==> src/hw/axil_slave_pkg.sv <==
`default_nettype none

package axil_slave_pkg;

  // AXI response codes
  // EXOKAY (2'b01) has no meaning for AXI-lite and is left out
  typedef enum logic [1:0] {
    RESP_OKAY   = 2'b00,
    RESP_SLVERR = 2'b10,
    RESP_DECERR = 2'b11
  } axi_resp_e;

  // width of one probability input and of one random byte
  // 0 never misbehaves, 255 misbehaves almost always
  localparam int PROB_W = 8;

  // generator state, eight random bytes per cycle
  localparam int PRNG_W = 64;

  // fixed seed so that every run repeats
  // must be nonzero, xorshift stays stuck at zero
  localparam logic [PRNG_W-1:0] PRNG_SEED = 64'h243f_6a88_85a3_08d3;

endpackage

`default_nettype wire

==> src/hw/fifo_if.sv <==
`timescale 1ns/1ps
`default_nettype none

// joins one payload queue to its producer and consumer
interface fifo_if #(
  parameter type T = logic
);

  logic push;   // write one entry
  logic pop;    // drop the head entry
  T     wdata;
  T     rdata;  // head entry
  logic empty;
  logic full;

  modport queue (input push, pop, wdata, output rdata, empty, full);

  modport producer (output push, wdata, input full);

  modport consumer (output pop, input rdata, empty);

endinterface

`default_nettype wire

==> src/hw/prng_xorshift.sv <==
`timescale 1ns/1ps
`default_nettype none

module prng_xorshift (
  input  logic                              i_clk,
  input  logic                              i_rst,
  output logic [axil_slave_pkg::PRNG_W-1:0] o_rnd
);

  logic [axil_slave_pkg::PRNG_W-1:0] state;
  logic [axil_slave_pkg::PRNG_W-1:0] state_nxt;
  logic                              rst_q;
  logic                              seed_now;

  // xorshift64, shifts 13/7/17
  always_comb begin
    state_nxt = state ^ (state << 13);
    state_nxt = state_nxt ^ (state_nxt >> 7);
    state_nxt = state_nxt ^ (state_nxt << 17);
  end

  always_ff @(posedge i_clk) begin
    rst_q <= i_rst;
  end

  assign seed_now = rst_q && !i_rst; // first cycle out of reset

  always_ff @(posedge i_clk) begin
    if (i_rst) begin
      state <= '0;
    end else if (seed_now) begin
      state <= axil_slave_pkg::PRNG_SEED;
    end else begin
      state <= state_nxt;
    end
  end

  assign o_rnd = state;

endmodule

`default_nettype wire

==> src/hw/payload_fifo.sv <==
`timescale 1ns/1ps
`default_nettype none

module payload_fifo #(
  parameter type T          = logic,
  parameter int  FIFO_DEPTH = 4
) (
  input logic   i_clk,
  input logic   i_rst,
  fifo_if.queue q
);

  localparam int PTR_W = (FIFO_DEPTH > 1) ? $clog2(FIFO_DEPTH) : 1;
  localparam int CNT_W = $clog2(FIFO_DEPTH + 1);

  T                 mem [FIFO_DEPTH];
  logic [PTR_W-1:0] wr_ptr;
  logic [PTR_W-1:0] rd_ptr;
  logic [CNT_W-1:0] count;
  logic             do_push;
  logic             do_pop;

  // wraps at FIFO_DEPTH, depth need not be a power of two
  function automatic logic [PTR_W-1:0] ptr_inc(input logic [PTR_W-1:0] ptr);
    return (ptr == PTR_W'(FIFO_DEPTH - 1)) ? '0 : ptr + 1'b1;
  endfunction

  assign do_push = q.push && !q.full;  // push on full is dropped
  assign do_pop  = q.pop && !q.empty;

  always_ff @(posedge i_clk) begin
    if (do_push) begin
      mem[wr_ptr] <= q.wdata;
    end
  end

  always_ff @(posedge i_clk) begin
    if (i_rst) begin
      wr_ptr <= '0;
      rd_ptr <= '0;
      count  <= '0;
    end else begin
      if (do_push) begin
        wr_ptr <= ptr_inc(wr_ptr);
      end
      if (do_pop) begin
        rd_ptr <= ptr_inc(rd_ptr);
      end
      if (do_push && !do_pop) begin
        count <= count + 1'b1;
      end else if (do_pop && !do_push) begin
        count <= count - 1'b1;
      end
    end
  end

  // head shown without a register stage
  assign q.rdata = mem[rd_ptr];
  assign q.empty = (count == '0);
  assign q.full  = (count == CNT_W'(FIFO_DEPTH));

endmodule

`default_nettype wire

==> src/hw/slave_mem.sv <==
`timescale 1ns/1ps
`default_nettype none

module slave_mem #(
  parameter int                N_MEM_WORD = 16,
  parameter int                ADDR_W     = 16,
  parameter logic [ADDR_W-1:0] ADDR_BASE  = 16'h4000,
  parameter int                DATA_BYTEW = 4
) (
  input  logic                              i_clk,
  input  logic                              i_wr_en,
  input  logic [ADDR_W-1:0]                 i_wr_addr,
  input  logic [DATA_BYTEW*8-1:0]           i_wr_data,
  input  logic [DATA_BYTEW-1:0]             i_wr_strb,
  input  logic                              i_bresp_err,
  output axil_slave_pkg::axi_resp_e         o_bresp,
  input  logic [ADDR_W-1:0]                 i_rd_addr,
  input  logic                              i_rresp_err,
  input  logic                              i_corrupt,
  input  logic [axil_slave_pkg::PROB_W-1:0] i_corrupt_bit,
  output logic [DATA_BYTEW*8-1:0]           o_rd_data,
  output axil_slave_pkg::axi_resp_e         o_rresp
);

  localparam int DATA_W   = DATA_BYTEW * 8;
  localparam int OFFSET_W = $clog2(N_MEM_WORD);
  localparam int OFFSET_L = $clog2(DATA_BYTEW);  // byte lanes
  localparam int TAG_L    = OFFSET_W + OFFSET_L; // lowest window bit
  localparam int BIT_W    = $clog2(DATA_W);

  logic [DATA_W-1:0]   mem [N_MEM_WORD] = '{default: '0};
  logic [OFFSET_W-1:0] wr_off;
  logic [OFFSET_W-1:0] rd_off;
  logic                wr_in;
  logic                rd_in;
  logic [DATA_W-1:0]   rd_word;

  function automatic logic in_window(input logic [ADDR_W-1:0] addr);
    logic [OFFSET_W-1:0] off;
    off = addr[TAG_L-1:OFFSET_L];
    return (addr[ADDR_W-1:TAG_L] == ADDR_BASE[ADDR_W-1:TAG_L]) &&
           (int'(off) < N_MEM_WORD);
  endfunction

  // decode error wins over the random error
  function automatic axil_slave_pkg::axi_resp_e pick_resp(input logic in_range,
                                                          input logic err);
    if (!in_range) return axil_slave_pkg::RESP_DECERR;
    if (err) return axil_slave_pkg::RESP_SLVERR;
    return axil_slave_pkg::RESP_OKAY;
  endfunction

  assign wr_off = i_wr_addr[TAG_L-1:OFFSET_L];
  assign rd_off = i_rd_addr[TAG_L-1:OFFSET_L];
  assign wr_in  = in_window(i_wr_addr);
  assign rd_in  = in_window(i_rd_addr);

  always_ff @(posedge i_clk) begin
    if (i_wr_en && wr_in) begin
      for (int b = 0; b < DATA_BYTEW; b++) begin
        if (i_wr_strb[b]) begin
          mem[wr_off][b*8 +: 8] <= i_wr_data[b*8 +: 8];
        end
      end
    end
  end

  assign rd_word   = rd_in ? mem[rd_off] : '0; // zero data on decode error
  // flip one bit picked by the random byte
  assign o_rd_data = rd_word ^ (DATA_W'(i_corrupt) << i_corrupt_bit[BIT_W-1:0]);

  assign o_bresp = pick_resp(wr_in, i_bresp_err);
  assign o_rresp = pick_resp(rd_in, i_rresp_err);

endmodule

`default_nettype wire

==> src/hw/resp_hold_fsm.sv <==
`timescale 1ns/1ps
`default_nettype none

module resp_hold_fsm (
  input  logic i_clk,
  input  logic i_rst,
  input  logic i_not_empty,  // head entry waiting
  input  logic i_stall,
  input  logic i_ready,
  output logic o_valid,
  output logic o_stall
);

  typedef enum logic [1:0] {
    IDLE,   // queue was empty
    OFFER,  // head present, not yet seen by the master
    HOLD    // head offered, valid kept until ready
  } state_e;

  state_e state;
  state_e state_nxt;

  // once offered, the stall no longer applies
  assign o_valid = i_not_empty && (!i_stall || state == HOLD);
  assign o_stall = i_not_empty && i_stall && state != HOLD;

  always_comb begin
    state_nxt = state;
    case (state)
      IDLE, OFFER: begin
        if (!i_not_empty) begin
          state_nxt = IDLE;
        end else if (o_valid && !i_ready) begin
          state_nxt = HOLD;
        end else begin
          state_nxt = OFFER; // stalled, or taken and next head is new
        end
      end
      HOLD: begin
        if (i_ready) begin
          state_nxt = OFFER;
        end
      end
      default: state_nxt = IDLE;
    endcase
  end

  always_ff @(posedge i_clk) begin
    if (i_rst) begin
      state <= IDLE;
    end else begin
      state <= state_nxt;
    end
  end

endmodule

`default_nettype wire

==> src/hw/idle_timer.sv <==
`timescale 1ns/1ps
`default_nettype none

module idle_timer #(
  parameter int IDLE_TIMEOUT = 3
) (
  input  logic i_clk,
  input  logic i_rst,
  input  logic i_busy,
  output logic o_idle
);

  localparam int CNT_W = $clog2(IDLE_TIMEOUT + 1);

  logic [CNT_W-1:0] count;

  // reload while busy, then count down to zero and stay there
  always_ff @(posedge i_clk) begin
    if (i_rst) begin
      count <= '0;
    end else if (i_busy) begin
      count <= CNT_W'(IDLE_TIMEOUT);
    end else if (count != '0) begin
      count <= count - 1'b1;
    end
  end

  assign o_idle = !i_busy && (count == '0);

endmodule

`default_nettype wire

==> src/hw/axil_random_slave.sv <==
`timescale 1ns/1ps
`default_nettype none

module axil_random_slave #(
  parameter int                N_MEM_WORD   = 16,
  parameter int                ADDR_W       = 16,
  parameter logic [ADDR_W-1:0] ADDR_BASE    = 16'h4000,
  parameter int                DATA_BYTEW   = 4,
  parameter int                ID_W         = 4,
  parameter int                FIFO_DEPTH   = 4,
  parameter int                IDLE_TIMEOUT = 3
) (
  input  logic                              i_clk,
  input  logic                              i_rst,

  input  logic [ID_W-1:0]                   i_axi_awid,
  input  logic [ADDR_W-1:0]                 i_axi_awaddr,
  input  logic                              i_axi_awvalid,
  output logic                              o_axi_awready,

  input  logic [DATA_BYTEW*8-1:0]           i_axi_wdata,
  input  logic [DATA_BYTEW-1:0]             i_axi_wstrb,
  input  logic                              i_axi_wvalid,
  output logic                              o_axi_wready,

  output logic [ID_W-1:0]                   o_axi_bid,
  output logic [1:0]                        o_axi_bresp,
  output logic                              o_axi_bvalid,
  input  logic                              i_axi_bready,

  input  logic [ID_W-1:0]                   i_axi_arid,
  input  logic [ADDR_W-1:0]                 i_axi_araddr,
  input  logic                              i_axi_arvalid,
  output logic                              o_axi_arready,

  output logic [ID_W-1:0]                   o_axi_rid,
  output logic [DATA_BYTEW*8-1:0]           o_axi_rdata,
  output logic [1:0]                        o_axi_rresp,
  output logic                              o_axi_rvalid,
  input  logic                              i_axi_rready,

  // misbehaviour odds, compared against a fresh random byte each cycle
  input  logic [axil_slave_pkg::PROB_W-1:0] i_pr_aw_stall,
  input  logic [axil_slave_pkg::PROB_W-1:0] i_pr_w_stall,
  input  logic [axil_slave_pkg::PROB_W-1:0] i_pr_b_stall,
  input  logic [axil_slave_pkg::PROB_W-1:0] i_pr_ar_stall,
  input  logic [axil_slave_pkg::PROB_W-1:0] i_pr_r_stall,
  input  logic [axil_slave_pkg::PROB_W-1:0] i_pr_bresp_notokay,
  input  logic [axil_slave_pkg::PROB_W-1:0] i_pr_rresp_notokay,
  input  logic [axil_slave_pkg::PROB_W-1:0] i_pr_rddata_corrupt,

  output logic                              o_busy,
  output logic                              o_idle,
  output logic                              o_stall
);

  localparam int PW = axil_slave_pkg::PROB_W;

  typedef struct packed {
    logic [DATA_BYTEW*8-1:0] data;
    logic [DATA_BYTEW-1:0]   strb;
  } w_beat_t;

  typedef struct packed {
    logic [ID_W-1:0]           id;
    axil_slave_pkg::axi_resp_e resp;
  } b_beat_t;

  typedef struct packed {
    logic [ID_W-1:0]           id;
    axil_slave_pkg::axi_resp_e resp;
    logic [DATA_BYTEW*8-1:0]   data;
  } r_beat_t;

  logic [axil_slave_pkg::PRNG_W-1:0] prng_rnd;
  logic [7:0][PW-1:0]                rnd;       // one byte per control
  logic                              do_aw_stall;
  logic                              do_w_stall;
  logic                              do_b_stall;
  logic                              do_ar_stall;
  logic                              do_r_stall;
  logic                              do_bresp_err;
  logic                              do_rresp_err;
  logic                              do_corrupt;
  logic                              aw_hs;
  logic                              ar_hs;
  logic                              b_stall;
  logic                              r_stall;
  axil_slave_pkg::axi_resp_e         bresp;
  axil_slave_pkg::axi_resp_e         rresp;
  logic [DATA_BYTEW*8-1:0]           rd_data;

  fifo_if #(.T(w_beat_t)) w_q ();
  fifo_if #(.T(b_beat_t)) b_q ();
  fifo_if #(.T(r_beat_t)) r_q ();

  prng_xorshift u_prng (
    .i_clk (i_clk),
    .i_rst (i_rst),
    .o_rnd (prng_rnd)
  );

  assign rnd = prng_rnd;

  // strictly greater, so 0 never misbehaves
  assign do_aw_stall  = i_pr_aw_stall       > rnd[0];
  assign do_w_stall   = i_pr_w_stall        > rnd[1];
  assign do_b_stall   = i_pr_b_stall        > rnd[2];
  assign do_ar_stall  = i_pr_ar_stall       > rnd[3];
  assign do_r_stall   = i_pr_r_stall        > rnd[4];
  assign do_bresp_err = i_pr_bresp_notokay  > rnd[5];
  assign do_rresp_err = i_pr_rresp_notokay  > rnd[6];
  assign do_corrupt   = i_pr_rddata_corrupt > rnd[7];

  // AW waits for its own W beat so each write uses fresh data
  assign o_axi_awready = !do_aw_stall && !b_q.full && !w_q.empty;
  assign o_axi_wready  = !do_w_stall && !w_q.full;
  assign o_axi_arready = !do_ar_stall && !r_q.full;

  assign aw_hs = i_axi_awvalid && o_axi_awready;
  assign ar_hs = i_axi_arvalid && o_axi_arready;

  assign w_q.push  = i_axi_wvalid && o_axi_wready;
  assign w_q.wdata = '{data: i_axi_wdata, strb: i_axi_wstrb};
  assign w_q.pop   = aw_hs;

  assign b_q.push  = aw_hs;
  assign b_q.wdata = '{id: i_axi_awid, resp: bresp};
  assign b_q.pop   = o_axi_bvalid && i_axi_bready;

  assign r_q.push  = ar_hs; // word as it stands before this edge
  assign r_q.wdata = '{id: i_axi_arid, resp: rresp, data: rd_data};
  assign r_q.pop   = o_axi_rvalid && i_axi_rready;

  payload_fifo #(.T(w_beat_t), .FIFO_DEPTH(FIFO_DEPTH)) u_wfifo (
    .i_clk (i_clk),
    .i_rst (i_rst),
    .q     (w_q)
  );

  payload_fifo #(.T(b_beat_t), .FIFO_DEPTH(FIFO_DEPTH)) u_bfifo (
    .i_clk (i_clk),
    .i_rst (i_rst),
    .q     (b_q)
  );

  payload_fifo #(.T(r_beat_t), .FIFO_DEPTH(FIFO_DEPTH)) u_rfifo (
    .i_clk (i_clk),
    .i_rst (i_rst),
    .q     (r_q)
  );

  slave_mem #(
    .N_MEM_WORD (N_MEM_WORD),
    .ADDR_W     (ADDR_W),
    .ADDR_BASE  (ADDR_BASE),
    .DATA_BYTEW (DATA_BYTEW)
  ) u_mem (
    .i_clk         (i_clk),
    .i_wr_en       (aw_hs),
    .i_wr_addr     (i_axi_awaddr),
    .i_wr_data     (w_q.rdata.data),
    .i_wr_strb     (w_q.rdata.strb),
    .i_bresp_err   (do_bresp_err),
    .o_bresp       (bresp),
    .i_rd_addr     (i_axi_araddr),
    .i_rresp_err   (do_rresp_err),
    .i_corrupt     (do_corrupt),
    .i_corrupt_bit (rnd[7]),
    .o_rd_data     (rd_data),
    .o_rresp       (rresp)
  );

  resp_hold_fsm u_bhold (
    .i_clk       (i_clk),
    .i_rst       (i_rst),
    .i_not_empty (!b_q.empty),
    .i_stall     (do_b_stall),
    .i_ready     (i_axi_bready),
    .o_valid     (o_axi_bvalid),
    .o_stall     (b_stall)
  );

  resp_hold_fsm u_rhold (
    .i_clk       (i_clk),
    .i_rst       (i_rst),
    .i_not_empty (!r_q.empty),
    .i_stall     (do_r_stall),
    .i_ready     (i_axi_rready),
    .o_valid     (o_axi_rvalid),
    .o_stall     (r_stall)
  );

  assign o_axi_bid   = b_q.rdata.id;
  assign o_axi_bresp = b_q.rdata.resp;
  assign o_axi_rid   = r_q.rdata.id;
  assign o_axi_rresp = r_q.rdata.resp;
  assign o_axi_rdata = r_q.rdata.data;

  assign o_busy  = !b_q.empty || !r_q.empty; // responses still owed
  assign o_stall = b_stall || r_stall;

  idle_timer #(.IDLE_TIMEOUT(IDLE_TIMEOUT)) u_idle (
    .i_clk  (i_clk),
    .i_rst  (i_rst),
    .i_busy (o_busy),
    .o_idle (o_idle)
  );

endmodule

`default_nettype wire

==> config.mk <==
export PLATFORM = sky130hd
export DESIGN_NAME = axil_random_slave
export DESIGN_NICKNAME = d
export VERILOG_FILES = /design/src/hw/axil_slave_pkg.sv /design/src/hw/fifo_if.sv /design/src/hw/prng_xorshift.sv /design/src/hw/payload_fifo.sv /design/src/hw/slave_mem.sv /design/src/hw/resp_hold_fsm.sv /design/src/hw/idle_timer.sv /design/src/hw/axil_random_slave.sv
export SDC_FILE = /design/constraint.sdc
export NUM_CORES = 1
export LEC_CHECK = 0
export ABC_CLOCK_PERIOD_IN_PS = 4510
export BUFFER_PORTS_ARGS = -buffer_cell sky130_fd_sc_hd__buf_2
export CORE_MARGIN = 4
export CORE_UTILIZATION = 60
export CTS_CLUSTER_SIZE = 25
export DETAILED_ROUTE_END_ITERATION = 12
export GPL_ROUTABILITY_DRIVEN = 0
export PLACE_DENSITY = 0.76
export SLEW_MARGIN = 20
export SYNTH_ARGS = -nofsm -noshare
export SYNTH_HDL_FRONTEND = slang
export SYNTH_SLANG_ARGS = --single-unit
==> constraint.sdc <==
create_clock -name i_clk -period 4.51 [get_ports i_clk]
set_clock_uncertainty 0.15 [all_clocks]
set_input_delay 0.6765 -clock i_clk [delete_from_list [all_inputs] [get_ports i_clk]]
set_output_delay 0.6765 -clock i_clk [all_outputs]
set_load 0.005 [all_outputs]
==> impl_results.md <==
* Status: complete, no violations
* Final Setup Violations at 0
* Nets at 2796
* CTS max path bufs at 3
* Sequential area share after synthesis at 69.7%
* Postcts setup bufs at 0
* #FFs+latches synth at 930
* Initial antenna violation count at 6
* Peak VDD IR at 0.424 mV
* Hold Vio Cnt, Final at 0
* HP Start: i_axi_bready
* RR Endpoint: u_mem.mem[8][22]
* Non-Filler Instances at 3486
* CTS Hold Buffers Added at 0
* CTS tree: built
* Num CTS Buffers at 91
* Vias in the first global route at 22.0k
* Routed vias at 21.7k
* Worst-path clk slew at 0.06 ns
* Hold Path Sink: u_bhold.state[1]
* Yosys warnings at 0
* IO Pins at 199
* Post-CTS resize count at 0
* Core area at 63400 µm²
* Critical path class: reg2reg
* Syn Nets at 2516
* Met3 Use GR at 4.65%
* Hold Path Stages at 2
* Worst setup path start: u_prng.o_rnd[1]
* Number of enable flip-flop cells after synthesis at 832
* RSZ-0062 raised after global routing: no
* Routed WL at 86700 µm
* Lkg Pwr at 15.1 nW
* RR Startpoint: u_prng.o_rnd[1]
* Slew Viols, Final at 0
* Top Usage Layer GRT: met2
* Total congestion overflow at 0
* Met1 usage at 36.1%
* Root buffer cell: clkbuf_16
* DR iter-0 viols at 2512
* CTS Sinks at 930
* MaxCap Viol Count at 0
* Cells after synthesis at 2283
* Worst Path Required at 4.62 ns
* Worst path arrival time at 3.83 ns
* Top post-synthesis cells by area: edfxtp_1 (65%), mux4_2 (8.2%), dfxtp_1 (5.1%), mux2i_1 (3.5%), xnor2_1 (3.4%)
* FP Rows at 92
* Post-DR vias/cell at 6.23
* Hold Crit Class: in2reg
* Synth area leader: edfxtp_1
* DPL Wire Length at 57300 µm
* Slew headroom at 30.8%
* Initial Util at 60.9%
* Final-layout worst hold slack at 0.0749 ns
* Die area at 68500 µm²
* Die width at 262 µm
* P per Cell Area at 537 nW/µm²
* Setup slack of the most critical reg-to-reg path at 0.79 ns
* Final TNS setup at 0 ns
* Post-synth top flop: edfxtp_1
* Die height at 262 µm
* GRT met2 Usage at 41.3%
* Most frequent cell after synthesis: edfxtp_1
* Worst Max-Slew Pin Slew at 1.04 ns
* Tmin final at 3.72 ns
* 1st-pass router iterations at 7
* CTS HTree Levels at 3
* Ys async rst share at 0%
* Mapped cell area at 38600 µm²
* Residual DRC at 0
* First-pass GRT wire length at 131000 µm
* GRT Resource Usage Total at 25.5%
* Yosys top cell area share at 64.7%
* Worst-path fanout max at 55
* Post-DR wirelength/cell at 24.9 µm
* Max Clock Freq at 0.269 GHz
* Placed insts at 3316
* Final Cycle Share at 82.4%
* Netlist cell types at 56
* Mean Syn Cell Area at 16.9 µm²
* Final ANT Viol Nets at 0
* Worst skew pair latency at 0.65 ns
* Register-to-Register Path Depth at 8
* I/O Buffers at 194
* Share of post-route cells with drive strength above 1 at 22.7%
* Worst setup SP type: flop
* Crit end category: flop
* Most instantiated cells after synthesis: edfxtp_1 (832), xnor2_1 (150), mux4_2 (140)
* Largest net degree at the start of global routing at 56
* Area Growth Syn to Fin at 13.7%
## through the flow
| stage | total power, mW | instance area [µm²] | setup slack (ns) | util, % |
|---|---|---|---|---|
| after floorplan | 14.8 | 38600 | 0.976 | - |
| after global placement | 16.2 | 41000 | 0.702 | 64.7 |
| after detailed placement | 16.4 | 41000 | 0.571 | 64.7 |
| after CTS | 23.7 | 43900 | 0.808 | 69.2 |
| after global routing | 24.6 | 43900 | 0.586 | 69.3 |
| final | 23.6 | 43900 | 0.794 | 69.3 |
## worst max-delay path by stage
stage	endpoint	slack, ns	depth (start not counted)
after global placement	u_mem.mem[8][19]	0.70	8
after CTS	u_rfifo.count[2]	0.81	12
after floorplan	u_rfifo.mem[3][0]	0.98	6
final	u_mem.mem[8][22]	0.79	8
after global routing	u_rfifo.count[2]	0.59	12
after detailed placement	u_rfifo.count[2]	0.57	12
## kinds of logic (layout without fill, tap and decap cells)
| group | after synthesis | count (layout) | synth area share, % |
|---|---|---|---|
| muxes | 281 | 281 | 11.8 |
| other | 0 | 5 | 0 |
| AOI/OAI and AO/OA | 300 | 300 | 4.84 |
| xor gates and xnor gates | 205 | 205 | 4.65 |
| buffers and inverters | 190 | 542 | 2.08 |
| DFF | 930 | 930 | 69.7 |
| adders and majority gates | 86 | 86 | 2.84 |
| and+or+nand+nor | 291 | 291 | 4.00 |
## layer usage
layer	vias to the layer above	wire length (µm)
met5	-	0
met4	0	1990
met3	161	7770
met2	1041	42400
met1	10981	34600
li1	9520	-
## critical path: stages, from the launching register on
cell	delay (ns)
dfxtp_1	0.41
inv_1	0.09
ha_1	0.31
nor2b_1	0.14
o211ai_1	0.22
a211oi_1	0.19
or4_2	0.67
buf_4	0.34
nor3_2	0.73
## layout by cell type, fill, tap and decap left out, types with 86 or more instances in the layout
master / count
a21oi_1: 114
edfxtp_1: 832
o22ai_1: 97
buf_4: 90
mux2i_1: 135
dfxtp_1: 94
clkbuf_16: 93
mux4_2: 140
nor2_1: 86
buf_2: 193
xnor2_1: 150
## flip-flops by register name (all words and copies together), names as in the netlist, 3 cells and up, named ones only
register / flops
u_bfifo.count: 3
u_prng.o_rnd: 64
u_rfifo.count: 3
u_mem.mem: 512
u_wfifo.count: 3
u_wfifo.mem: 144
u_bfifo.mem: 24
u_rfifo.mem: 152
## power by group
group | total, mW | switching (mW) | internal (mW) | leakage [nW]
clock network | 7.32 | 3.15 | 4.16 | 1.40
registers | 10.8 | 0.475 | 10.3 | 8.43
logic | 5.50 | 3.15 | 2.36 | 5.28
total | 23.6 | 6.77 | 16.8 | 15.1
## final cells by class
| type | instances | area, µm² |
|---|---|---|
| clock buffers | 122 | 2480 |
| repair buffers | 290 | 1780 |
| diodes | 5 | 12.5 |
| well taps | 846 | 1060 |
| flip-flops and latches | 930 | 27000 |
| multi-input cells | 1163 | 10900 |
| inverters | 87 | 327 |
| clock inverters | 43 | 413 |
| fillers | 3959 | 19500 |
Power figures use the tool's default switching activity.
